<file path="config.mk">
export PLATFORM = sky130hd
export DESIGN_NAME = guarded_read_top
export DESIGN_NICKNAME = d
export VERILOG_FILES = /design/src/common/guard_pkg.sv /design/src/hdl/rd_arbiter.sv /design/src/read_guard/txn_table.sv /design/src/read_guard/read_guard.sv /design/src/hdl/guarded_read_top.sv
export VERILOG_INCLUDE_DIRS = /design/src /design/src/common
export SDC_FILE = /design/constraint.sdc
export NUM_CORES = 1
export LEC_CHECK = 0
export ABC_CLOCK_PERIOD_IN_PS = 8150
export BUFFER_PORTS_ARGS = -buffer_cell sky130_fd_sc_hd__clkbuf_2
export CORE_AREA = 3 3 117 119
export DETAILED_ROUTE_END_ITERATION = 10
export DIE_AREA = 0 0 120 122
export PLACE_DENSITY = 0.8
export SYNTH_ARGS = -nofsm -noshare
export SYNTH_HDL_FRONTEND = slang
export SYNTH_SLANG_ARGS = --single-unit
export TNS_END_PERCENT = 20
</file>
<file path="constraint.sdc">
create_clock -name clk_i -period 8.15 [get_ports clk_i]
set_input_delay 1.63 -clock clk_i [delete_from_list [all_inputs] [get_ports clk_i]]
set_output_delay 1.63 -clock clk_i [all_outputs]
set_load 0.02 [all_outputs]
</file>
<file path="src/common/guard_settings.svh">
// Sizing macros for the guarded read port: table depth, bus widths, counter and prescaler
`ifndef GUARD_SETTINGS_SVH
`define GUARD_SETTINGS_SVH

// Table entries and most reads in flight
`define GUARD_TXNS 4

// Slave side id width, top bit names the source master
`define GUARD_ID_W 4

// Burst length field, a burst has len+1 beats
`define GUARD_LEN_W 3

`define GUARD_DATA_W 16

// Age and limit counters
`define GUARD_CNT_W 10

// Clock cycles per age tick
`define GUARD_PRESCALE 2

`endif

</file>
<file path="src/common/guard_pkg.sv">
// Package with the read bus field types and the transaction table entry type

`include "guard_settings.svh"

package guard_pkg;

  // Index width of the table, at least one bit
  localparam int TblIdxW = (`GUARD_TXNS > 1) ? $clog2(`GUARD_TXNS) : 1;

  // Slave side id with the master number on top
  typedef logic [`GUARD_ID_W-1:0] id_t;

  // Master side id, one bit narrower
  typedef logic [`GUARD_ID_W-2:0] mst_id_t;

  typedef logic [`GUARD_LEN_W-1:0] len_t;

  typedef logic [`GUARD_DATA_W-1:0] data_t;

  // Shared by age and limit
  typedef logic [`GUARD_CNT_W-1:0] cnt_t;

  typedef logic [TblIdxW-1:0] tbl_idx_t;

  // One outstanding read
  typedef struct packed {
    logic valid;
    id_t  id;
    // Beats still owed, minus one
    len_t beats;
    // Budget in ticks for the whole burst
    cnt_t limit;
    // Ticks since address acceptance
    cnt_t age;
  } txn_entry_t;

endpackage

</file>
<file path="src/hdl/rd_arbiter.sv">
// Round-robin read address arbiter for two masters with data routing by id tag
`timescale 1ns/1ns

module rd_arbiter (
  input  logic              clk_i,
  input  logic              reset_i,
  // Master 0
  input  logic              m0_ar_valid_i,
  output logic              m0_ar_ready_o,
  input  guard_pkg::mst_id_t m0_ar_id_i,
  input  guard_pkg::len_t   m0_ar_len_i,
  output logic              m0_r_valid_o,
  input  logic              m0_r_ready_i,
  output guard_pkg::mst_id_t m0_r_id_o,
  output guard_pkg::data_t  m0_r_data_o,
  output logic              m0_r_last_o,
  // Master 1
  input  logic              m1_ar_valid_i,
  output logic              m1_ar_ready_o,
  input  guard_pkg::mst_id_t m1_ar_id_i,
  input  guard_pkg::len_t   m1_ar_len_i,
  output logic              m1_r_valid_o,
  input  logic              m1_r_ready_i,
  output guard_pkg::mst_id_t m1_r_id_o,
  output guard_pkg::data_t  m1_r_data_o,
  output logic              m1_r_last_o,
  // Merged address channel toward the guard
  output logic              arb_ar_valid_o,
  input  logic              arb_ar_ready_i,
  output guard_pkg::id_t    arb_ar_id_o,
  output guard_pkg::len_t   arb_ar_len_o,
  // Slave data channel
  input  logic              slv_r_valid_i,
  output logic              slv_r_ready_o,
  input  guard_pkg::id_t    slv_r_id_i,
  input  guard_pkg::data_t  slv_r_data_i,
  input  logic              slv_r_last_i
);

  localparam int IdW = $bits(guard_pkg::id_t);

  logic prio_q;
  logic lock_q;
  logic grant_q;
  logic sel;
  logic r_sel;

  // Held grant wins while an address waits, else round robin
  assign sel = lock_q ? grant_q : (m1_ar_valid_i && (!m0_ar_valid_i || prio_q));

  assign arb_ar_valid_o = sel ? m1_ar_valid_i : m0_ar_valid_i;
  assign arb_ar_id_o    = {sel, (sel ? m1_ar_id_i : m0_ar_id_i)};
  assign arb_ar_len_o   = sel ? m1_ar_len_i : m0_ar_len_i;
  assign m0_ar_ready_o  = !sel && arb_ar_ready_i;
  assign m1_ar_ready_o  = sel && arb_ar_ready_i;

  always_ff @(posedge clk_i) begin
    if (reset_i) begin
      prio_q  <= 1'b0;
      lock_q  <= 1'b0;
      grant_q <= 1'b0;
    end else if (arb_ar_valid_o && arb_ar_ready_i) begin
      // Other master goes first next time
      prio_q <= !sel;
      lock_q <= 1'b0;
    end else if (arb_ar_valid_o) begin
      lock_q  <= 1'b1;
      grant_q <= sel;
    end
  end

  // Data goes back to the master named by the top id bit
  assign r_sel = slv_r_id_i[IdW-1];

  assign m0_r_valid_o  = slv_r_valid_i && !r_sel;
  assign m1_r_valid_o  = slv_r_valid_i && r_sel;
  assign m0_r_id_o     = slv_r_id_i[IdW-2:0];
  assign m1_r_id_o     = slv_r_id_i[IdW-2:0];
  assign m0_r_data_o   = slv_r_data_i;
  assign m1_r_data_o   = slv_r_data_i;
  assign m0_r_last_o   = slv_r_last_i;
  assign m1_r_last_o   = slv_r_last_i;
  assign slv_r_ready_o = r_sel ? m1_r_ready_i : m0_r_ready_i;

endmodule

</file>
<file path="src/read_guard/txn_table.sv">
// Outstanding read table with free slot search, id lookup, age counters and overrun flag
`timescale 1ns/1ns

`include "guard_settings.svh"

module txn_table (
  input  logic               clk_i,
  input  logic               reset_i,
  // New transaction
  input  logic               alloc_i,
  input  guard_pkg::id_t     alloc_id_i,
  input  guard_pkg::len_t    alloc_len_i,
  input  guard_pkg::cnt_t    budget_i,
  // Data beat seen at the slave
  input  logic               beat_i,
  input  guard_pkg::id_t     beat_id_i,
  input  logic               beat_last_i,
  input  logic               tick_i,
  input  logic               flush_i,
  output logic               full_o,
  output logic               id_busy_o,
  input  guard_pkg::id_t     lookup_id_i,
  output logic               overrun_o
);

  localparam int ProdW = `GUARD_CNT_W + `GUARD_LEN_W + 1;

  guard_pkg::txn_entry_t tbl_q [`GUARD_TXNS];

  guard_pkg::tbl_idx_t     free_idx;
  logic [`GUARD_TXNS-1:0]  beat_hit;
  logic [`GUARD_LEN_W:0]   beats_total;
  logic [ProdW-1:0]        limit_full;
  guard_pkg::cnt_t         limit_new;

  // Limit is beats times budget, saturated to the counter range
  assign beats_total = {1'b0, alloc_len_i} + 1'b1;
  assign limit_full  = beats_total * budget_i;
  assign limit_new   = (|limit_full[ProdW-1:`GUARD_CNT_W]) ? '1 :
                       limit_full[`GUARD_CNT_W-1:0];

  // Lowest free slot
  always_comb begin
    free_idx = '0;
    for (int i = `GUARD_TXNS - 1; i >= 0; i--) begin
      if (!tbl_q[i].valid) begin
        free_idx = guard_pkg::tbl_idx_t'(i);
      end
    end
  end

  always_comb begin
    full_o    = 1'b1;
    id_busy_o = 1'b0;
    overrun_o = 1'b0;
    for (int i = 0; i < `GUARD_TXNS; i++) begin
      beat_hit[i] = beat_i && tbl_q[i].valid && (tbl_q[i].id == beat_id_i);
      if (!tbl_q[i].valid) begin
        full_o = 1'b0;
      end
      if (tbl_q[i].valid && (tbl_q[i].id == lookup_id_i)) begin
        id_busy_o = 1'b1;
      end
      // Strictly past the budget
      if (tbl_q[i].valid && (tbl_q[i].age > tbl_q[i].limit)) begin
        overrun_o = 1'b1;
      end
    end
  end

  always_ff @(posedge clk_i) begin
    for (int i = 0; i < `GUARD_TXNS; i++) begin
      if (reset_i) begin
        tbl_q[i].valid <= 1'b0;
      end else if (alloc_i && (free_idx == guard_pkg::tbl_idx_t'(i))) begin
        // New entry starts at age zero and skips this tick
        tbl_q[i].valid <= 1'b1;
        tbl_q[i].id    <= alloc_id_i;
        tbl_q[i].beats <= alloc_len_i;
        tbl_q[i].limit <= limit_new;
        tbl_q[i].age   <= '0;
      end else if (flush_i) begin
        tbl_q[i].valid <= 1'b0;
      end else if (tbl_q[i].valid) begin
        if (beat_hit[i] && beat_last_i) begin
          tbl_q[i].valid <= 1'b0;
        end else begin
          if (beat_hit[i] && (tbl_q[i].beats != '0)) begin
            tbl_q[i].beats <= tbl_q[i].beats - 1'b1;
          end
          // Age holds at its top value
          if (tick_i && (tbl_q[i].age != '1)) begin
            tbl_q[i].age <= tbl_q[i].age + 1'b1;
          end
        end
      end
    end
  end

endmodule

</file>
<file path="src/read_guard/read_guard.sv">
// Read guard with address gating, prescaler, table control and the interrupt state
`timescale 1ns/1ns

`include "guard_settings.svh"

module read_guard (
  input  logic            clk_i,
  input  logic            reset_i,
  // Address from the arbiter
  input  logic            arb_ar_valid_i,
  output logic            arb_ar_ready_o,
  input  guard_pkg::id_t  arb_ar_id_i,
  input  guard_pkg::len_t arb_ar_len_i,
  // Address to the slave
  output logic            slv_ar_valid_o,
  input  logic            slv_ar_ready_i,
  output guard_pkg::id_t  slv_ar_id_o,
  output guard_pkg::len_t slv_ar_len_o,
  // Observed data handshake
  input  logic            slv_r_valid_i,
  input  logic            slv_r_ready_i,
  input  guard_pkg::id_t  slv_r_id_i,
  input  logic            slv_r_last_i,
  // Control
  input  guard_pkg::cnt_t budget_i,
  input  logic            reset_clear_i,
  output logic            irq_o,
  output logic            reset_req_o
);

  localparam int PsW = (`GUARD_PRESCALE > 1) ? $clog2(`GUARD_PRESCALE) : 1;
  localparam logic [PsW-1:0] PsLast = PsW'(`GUARD_PRESCALE - 1);

  logic [PsW-1:0] ps_q;
  logic           tick;
  logic           full;
  logic           id_busy;
  logic           overrun;
  logic           gate_open;
  logic           alloc;
  logic           beat;
  logic           trip_q;

  // Free running tick divider
  assign tick = (ps_q == PsLast);

  always_ff @(posedge clk_i) begin
    if (reset_i || tick) begin
      ps_q <= '0;
    end else begin
      ps_q <= ps_q + 1'b1;
    end
  end

  // Address passes only with a free slot, an idle id and no pending trip
  assign gate_open      = !full && !id_busy && !trip_q;
  assign slv_ar_valid_o = arb_ar_valid_i && gate_open;
  assign arb_ar_ready_o = slv_ar_ready_i && gate_open;
  assign slv_ar_id_o    = arb_ar_id_i;
  assign slv_ar_len_o   = arb_ar_len_i;

  assign alloc = slv_ar_valid_o && slv_ar_ready_i;
  assign beat  = slv_r_valid_i && slv_r_ready_i;

  txn_table i_txn_table (
    .clk_i       ( clk_i         ),
    .reset_i     ( reset_i       ),
    .alloc_i     ( alloc         ),
    .alloc_id_i  ( arb_ar_id_i   ),
    .alloc_len_i ( arb_ar_len_i  ),
    .budget_i    ( budget_i      ),
    .beat_i      ( beat          ),
    .beat_id_i   ( slv_r_id_i    ),
    .beat_last_i ( slv_r_last_i  ),
    .tick_i      ( tick          ),
    .flush_i     ( reset_clear_i ),
    .full_o      ( full          ),
    .id_busy_o   ( id_busy       ),
    .lookup_id_i ( arb_ar_id_i   ),
    .overrun_o   ( overrun       )
  );

  // Sticky until software clears it
  always_ff @(posedge clk_i) begin
    if (reset_i || reset_clear_i) begin
      trip_q <= 1'b0;
    end else if (overrun) begin
      trip_q <= 1'b1;
    end
  end

  assign irq_o       = trip_q;
  assign reset_req_o = trip_q;

endmodule

</file>
<file path="src/hdl/guarded_read_top.sv">
// Top level of the guarded read port joining arbiter, read guard and slave bus
`timescale 1ns/1ns

module guarded_read_top (
  input  logic               clk_i,
  input  logic               reset_i,
  // Master 0
  input  logic               m0_ar_valid_i,
  output logic               m0_ar_ready_o,
  input  guard_pkg::mst_id_t m0_ar_id_i,
  input  guard_pkg::len_t    m0_ar_len_i,
  output logic               m0_r_valid_o,
  input  logic               m0_r_ready_i,
  output guard_pkg::mst_id_t m0_r_id_o,
  output guard_pkg::data_t   m0_r_data_o,
  output logic               m0_r_last_o,
  // Master 1
  input  logic               m1_ar_valid_i,
  output logic               m1_ar_ready_o,
  input  guard_pkg::mst_id_t m1_ar_id_i,
  input  guard_pkg::len_t    m1_ar_len_i,
  output logic               m1_r_valid_o,
  input  logic               m1_r_ready_i,
  output guard_pkg::mst_id_t m1_r_id_o,
  output guard_pkg::data_t   m1_r_data_o,
  output logic               m1_r_last_o,
  // Slave bus
  output logic               slv_ar_valid_o,
  input  logic               slv_ar_ready_i,
  output guard_pkg::id_t     slv_ar_id_o,
  output guard_pkg::len_t    slv_ar_len_o,
  input  logic               slv_r_valid_i,
  output logic               slv_r_ready_o,
  input  guard_pkg::id_t     slv_r_id_i,
  input  guard_pkg::data_t   slv_r_data_i,
  input  logic               slv_r_last_i,
  // Control
  input  guard_pkg::cnt_t    budget_i,
  input  logic               reset_clear_i,
  output logic               irq_o,
  output logic               reset_req_o
);

  logic            arb_ar_valid;
  logic            arb_ar_ready;
  guard_pkg::id_t  arb_ar_id;
  guard_pkg::len_t arb_ar_len;

  rd_arbiter i_rd_arbiter (
    .clk_i          ( clk_i         ),
    .reset_i        ( reset_i       ),
    .m0_ar_valid_i  ( m0_ar_valid_i ),
    .m0_ar_ready_o  ( m0_ar_ready_o ),
    .m0_ar_id_i     ( m0_ar_id_i    ),
    .m0_ar_len_i    ( m0_ar_len_i   ),
    .m0_r_valid_o   ( m0_r_valid_o  ),
    .m0_r_ready_i   ( m0_r_ready_i  ),
    .m0_r_id_o      ( m0_r_id_o     ),
    .m0_r_data_o    ( m0_r_data_o   ),
    .m0_r_last_o    ( m0_r_last_o   ),
    .m1_ar_valid_i  ( m1_ar_valid_i ),
    .m1_ar_ready_o  ( m1_ar_ready_o ),
    .m1_ar_id_i     ( m1_ar_id_i    ),
    .m1_ar_len_i    ( m1_ar_len_i   ),
    .m1_r_valid_o   ( m1_r_valid_o  ),
    .m1_r_ready_i   ( m1_r_ready_i  ),
    .m1_r_id_o      ( m1_r_id_o     ),
    .m1_r_data_o    ( m1_r_data_o   ),
    .m1_r_last_o    ( m1_r_last_o   ),
    .arb_ar_valid_o ( arb_ar_valid  ),
    .arb_ar_ready_i ( arb_ar_ready  ),
    .arb_ar_id_o    ( arb_ar_id     ),
    .arb_ar_len_o   ( arb_ar_len    ),
    .slv_r_valid_i  ( slv_r_valid_i ),
    .slv_r_ready_o  ( slv_r_ready_o ),
    .slv_r_id_i     ( slv_r_id_i    ),
    .slv_r_data_i   ( slv_r_data_i  ),
    .slv_r_last_i   ( slv_r_last_i  )
  );

  read_guard i_read_guard (
    .clk_i          ( clk_i          ),
    .reset_i        ( reset_i        ),
    .arb_ar_valid_i ( arb_ar_valid   ),
    .arb_ar_ready_o ( arb_ar_ready   ),
    .arb_ar_id_i    ( arb_ar_id      ),
    .arb_ar_len_i   ( arb_ar_len     ),
    .slv_ar_valid_o ( slv_ar_valid_o ),
    .slv_ar_ready_i ( slv_ar_ready_i ),
    .slv_ar_id_o    ( slv_ar_id_o    ),
    .slv_ar_len_o   ( slv_ar_len_o   ),
    .slv_r_valid_i  ( slv_r_valid_i  ),
    .slv_r_ready_i  ( slv_r_ready_o  ),
    .slv_r_id_i     ( slv_r_id_i     ),
    .slv_r_last_i   ( slv_r_last_i   ),
    .budget_i       ( budget_i       ),
    .reset_clear_i  ( reset_clear_i  ),
    .irq_o          ( irq_o          ),
    .reset_req_o    ( reset_req_o    )
  );

endmodule

</file>
# After elaboration in Yosys (flattened, before gate mapping)
# Memory sizes are Yosys's and may differ from the RTL's.
# Cells that the tools add are included.
word_totals:
  out_inout_bits: 55
  memories: 1
  register_bits: 5
  in_bits: 52
  mem_bits_rw: 112
mem_list:
  columns: ["memory", "depth", "word_bits", "rd", "rd_ports_with_merged_regs", "write_ports", "line", "rtl"]
  rows:
  - ["i_read_guard.i_txn_table.tbl_q", 4, 28, 4, 0, 4, "txn_table.sv:28", "guard_pkg::txn_entry_t tbl_q [`GUARD_TXNS];"]
classes:
  mul: 1
  n_reduce_logical: 61
  eq_ne: 15
  addsub: 10
  bitwise: 21
  n_mux: 149
  magnitude_cmp: 4
ops:
  columns: ["operator", "count"]
  rows:
  - ["two-way mux 1 bit", 134]
  - ["two-way mux 10 bit", 5]
  - ["logical AND 1 bit", 44]
  - ["adder 10 x 1 -> 10 bit (second input constant)", 4]
  - ["> comparator 10 bit", 4]
  - ["inequality test 10 bit (second input constant)", 4]
  - ["equality test 4 bit", 8]
  - ["OR 1 bit", 20]
  - ["two-way mux 3 bit", 6]
  - ["multiplier 4 x 10 -> 14 bit", 1]
  - ["nonzero test 3 bit", 4]
  - ["subtractor 3 x 1 -> 3 bit (second input constant)", 4]
  - ["two-way mux 2 bit", 4]
  - ["zero test 1 bit", 6]
  - ["adder 3 x 1 -> 4 bit (second input constant)", 1]
  - ["equality test 2 bit (second input constant)", 2]
  - ["OR reduction 4 bit", 1]
  - ["logical OR 1 bit", 3]
  - ["equality test 2 x 1 -> 1 bit (second input constant)", 1]
  - ["zero test 2 bit", 1]
  - ["AND reduction 2 bit", 1]
  - ["OR reduction 2 bit", 1]
  - ["adder 1 bit (second input constant)", 1]
  - ["NOT 1 bit", 1]

# Longest topological paths before layout
depth:
  depth_word: 23
  depth_mapped: 22

# Modules after synthesis
# Synthesis repeated with hierarchy kept, for this count alone.
hier_totals:
  hier_cells: 724
  hier_area_um2: 7512.2
modules_own_cells:
  columns: ["module", "area_each_um2", "instances", "seq_area_each_um2", "cells_per_inst"]
  rows:
  - ["txn_table", 6744.0, 1, 3002.9, 632]
  - ["rd_arbiter", 619.3, 1, 60.1, 75]
  - ["read_guard", 148.9, 1, 40.0, 17]

# Worst setup path before layout
# Ideal clock, no wire load.
synth_path:
  path_type: "input-to-reg"
  startpoint: "input m0_ar_valid_i"
  endpoint: "memory i_read_guard.i_txn_table.tbl_q[0][14] (netlist bit), data pin"
  slack_ps: 1444
  setup_time_ps: 311
  path_buffers: 1
  arrival_ps: 6395
  cell_stages: 20
  cell_sequence: "nor2b_4 > o21a_4 > mux2i_1 > clkbuf_1 > inv_1 > ha_1 > xnor2_1 > nand2_1 > fa_1 > fa_1 > inv_1 > ha_1 > a21o_1 > a21oi_1 > nand2b_1 > a21oi_1 > o41ai_2 > nor2_1 > a2111oi_4 > o21ai_0"
synth_rtl:
  columns: ["item", "line", "rtl"]
  rows:
  - ["start, declared", "guarded_read_top.sv:8", "input logic m0_ar_valid_i,"]
  - ["end, declared", "txn_table.sv:28", null]

==> reports/qor.csv <==
stage;metric;value;unit
pwr;Psw;465;uW
synth;cell with the most instances after synthesis;edfxtp_1;
synth;ys flop type;edfxtp_1;
detailed_routing;vias per inst;5.64;
synth;fraction of registers with async set/reset;0;%
clocking;postcts setup bufs;0;
synth;Synth top area share;40.4;%
clocking;clock sinks;105;
detailed_routing;Routed WL;15.8;mm
floorplan;Die W;120;um
synth;Synth Area in Compound Gates;9.17;%
floorplan;Die Height;122;um
critical_path;max incr delay on CP;610;ps
finish;Final Util;62.5;%
sta;RSZ-0062 raised after global routing;false;
global_route;initial antenna violation count;0;
floorplan;io pins;107;
detailed_routing;Final ANT Viol Nets;0;
global_route;Overflow after GRT;0;
sta;Final Slew Violations;0;
placed_design;Placer Congestion;0.906;
global_route;Tot GR Track Use;22.3;%
finish;final instance area;0.00792;mm2
critical_path;Reg2Reg Setup Slack;2170;ps
pwr;maximum vdd drop;147;uV
floorplan;Core Area;0.0127;mm2
sta;count of final hold-check violations;0;
synth;post-synthesis mux area share;1.30;%
clocking;Worst-path clk slew;70;ps
pwr;Clock power frac;27.4;%
sta;fin crit share;86.2;%
sta;slew at the pin with the worst max-slew slack;1240;ps
synth;YS warnings;0;
finish;share of layout cells above drive strength 1;14.7;%
synth;share of the yosys chip area belonging to registers;41.7;%
detailed_routing;total number of vias;5146;
flow_run;Max Cap Violations;0;
critical_path;crit path max fanout;12;
critical_path;CP Cell Sequence;clkbuf_2, nor2b_4, o21a_4, mux2i_1, buf_4, inv_1, ha_1, xnor2_1, nand2_1, fa_1, fa_1, inv_1, ha_1, a21o_1, a21oi_1, nand2b_1, a21oi_1, o41ai_2, nor2_1, a2111oi_4, o21ai_0;
clocking;TritonCTS clock tree;yes;
clocking;Root Driver;clkbuf_16;
pwr;Logic pwr share;27.8;%
floorplan;initial core utilization;58.7;%
detailed_routing;drt first-iter violations;444;
synth;post-synthesis cell area;0.00744;mm2
sta;Max Clock Freq;142;MHz
finish;ANT cells;0;
critical_path;CP max stage cell;fa_1;
critical_path;CP Launch Type;input pin;
pwr;Leak;0.00335;uW
pwr;Seq pwr share;44.8;%
pwr;Net Sw Frac;31.5;%
clocking;Post-CTS Resized;0;
global_route;number of global-route vias before repair;5191;
synth;Post-Synth XOR/XNOR Area;7.89;%
clocking;hold_buf cts;0;
detailed_routing;Residual DRC;0;
synth;Simple-Gate Fraction of Synth Area;15.3;%
hold_path;Hold Crit Class;reg -> reg;
placed_design;HPWL Detailed;12.3;mm
synth;post-synthesis adder-cell area fraction;14.9;%
clocking;Clock Latency Late Sink;350;ps
synth;largest family of logic cells by synthesized area;simple AND/OR/NAND/NOR gates;
global_route;first-pass GRT wire length;25.7;mm
finish;Layout Nets;866;
synth;syn nets;844;
run_status;status;finished, final reports clean;
synth;Yosys cell types;59;
synth;number of flops mapped to enable cells by yosys;100;
sta;minimum clock period;7030;ps
synth;register bit count reported by yosys;105;
clocking;total CTS buffers;9;
sta;Slew headroom;16.7;%
critical_path;Crit path required time;8170;ps
clocking;Bufs on Longest Clock Path;2;
clocking;htree depth;3;
critical_path;Worst Setup Path Type;in -> reg;
finish;final cell count without fillers;912;
detailed_routing;wire length per cell;17.3;um
synth;cell count after synthesis;713;
detailed_routing;drt pass-1 iters;6;
floorplan;die area;0.0146;mm2
floorplan;Std-Cell Rows;41;
critical_path;WP data arrival;7050;ps
synth;Avg Inst Size Synth;10.4;um2
pwr;PD cells;186;mW/mm2
synth;Synth area leaders;edfxtp_1 (40%), ha_1 (11%), xor2_1 (4.9%), inv_1 (4.5%), buf_4 (4.3%);
critical_path;Worst Setup End Kind;register;
synth;synth cell count leaders;edfxtp_1 (100), inv_1 (89), ha_1 (63);
sta;Final Skew;6.39;ps
placed_design;placed cells;896;
sta;WHS;528;ps
placed_design;Port Buffers;58;
placed_design;Area after DPL;0.00764;mm2
finish;Area Overhead vs Synth;6.49;%
pwr;P_int;1010;uW
finish;FILL cells;995;
global_route;largest net degree at the start of global routing;19;
synth;dominant cell type by area after synthesis;edfxtp_1;
sta;setup TNS;0;ps
sta;final setup fails;0;
[placed cells by master, fill, tap and decap left out, types with 4 or more instances in the layout]
cell type / instances
a21o_1: 11
a21oi_1: 19
a31oi_1: 5
a41oi_1: 5
and2_1: 28
and3_1: 14
buf_4: 8
clkbuf_16: 9
clkbuf_2: 58
dfxtp_1: 5
edfxtp_1: 100
fa_1: 16
ha_1: 63
inv_1: 89
mux2i_1: 4
nand2_1: 38
nand2b_1: 10
nand3_1: 22
nand4_1: 13
nor2_1: 56
nor2b_1: 7
nor3_1: 11
nor4_2: 4
o21a_1: 6
o21ai_0: 14
o21ai_1: 4
o31ai_1: 6
xnor2_1: 25
xor2_1: 42
[critical path, delay by kind of cell]
kind                     cells  cell delay, ps
AO/OA/AOI/OAI                7            2090
adder cells (fa/ha/maj)      4            1610
AND/OR/NAND/NOR              4             590
XOR/XNOR                     1             530
buffers and inverters        4             420
multiplexers                 1             190
[stage by stage]
stage / setup WS (ps) / total power (uW)
after floorplan: 1440 / 994
after global placement: 990 / 1050
after detailed placement: 769 / 1080
after CTS: 1120 / 1480
after global routing: 523 / 1560
final: 1120 / 1480
[power by group through the flow]
| stage | clock network, uW | logic (uW) | registers, uW |
|---|---|---|---|
| 2_1_floorplan | 0 | 330 | 664 |
| 3_3_place_gp | 0 | 383 | 672 |
| 3_5_place_dp | 0 | 407 | 672 |
| 4_1_cts | 414 | 410 | 660 |
| 5_1_grt | 436 | 464 | 662 |
| 6_report | 405 | 411 | 661 |
[layer usage]
metal  vias up  global-route usage, %  part of all wire (%)
met5         -                      0                     0
met4         0                   6.23                   1.8
met3        31                   5.39                   6.0
met2       159                   37.7                    49
met1      2476                   29.0                    43
li1       2480                      -                     -
[cell families (layout without fill, tap and decap cells)]
family,after synthesis,in the layout
AO/OA/AOI/OAI,94,94
adder cells (fa/ha/maj),79,79
XOR/XNOR,67,67
AND/OR/NAND/NOR,215,215
buffers and inverters,145,172
flip-flops,105,105
multiplexers,8,8
[flip-flops by register name (all words and copies together) (netlist names)]
register	flops
i_rd_arbiter.lock_q	1
i_rd_arbiter.grant_q	1
i_read_guard.i_txn_table.tbl_q	100
i_read_guard.irq_o	1
i_rd_arbiter.prio_q	1
i_read_guard.ps_q	1
[final timing paths]
| check | depth (start not counted) | start | to |
|---|---|---|---|
| setup / recovery | 21 | m0_ar_valid_i | i_read_guard.i_txn_table.tbl_q[0][16] |
| setup reg to reg | 20 | i_rd_arbiter.lock_q | i_read_guard.i_txn_table.tbl_q[0][16] |
| hold reg to reg | 1 | i_read_guard.ps_q | i_read_guard.ps_q |
| hold / removal | 1 | i_read_guard.ps_q | i_read_guard.ps_q |
[area by class of cell]
class	instances	area [um2]	area share, %
Clock buffer	9	225	2.84
Clock inverter	7	52.6	0.663
Inverter	90	343	4.33
Multi-Input combinational cell	463	3630	45.9
Sequential cell	105	3100	39.2
Tap cell	172	215	2.72
Timing Repair Buffer	66	350	4.42
No activity file was read; power rests on OpenSTA's default activity.
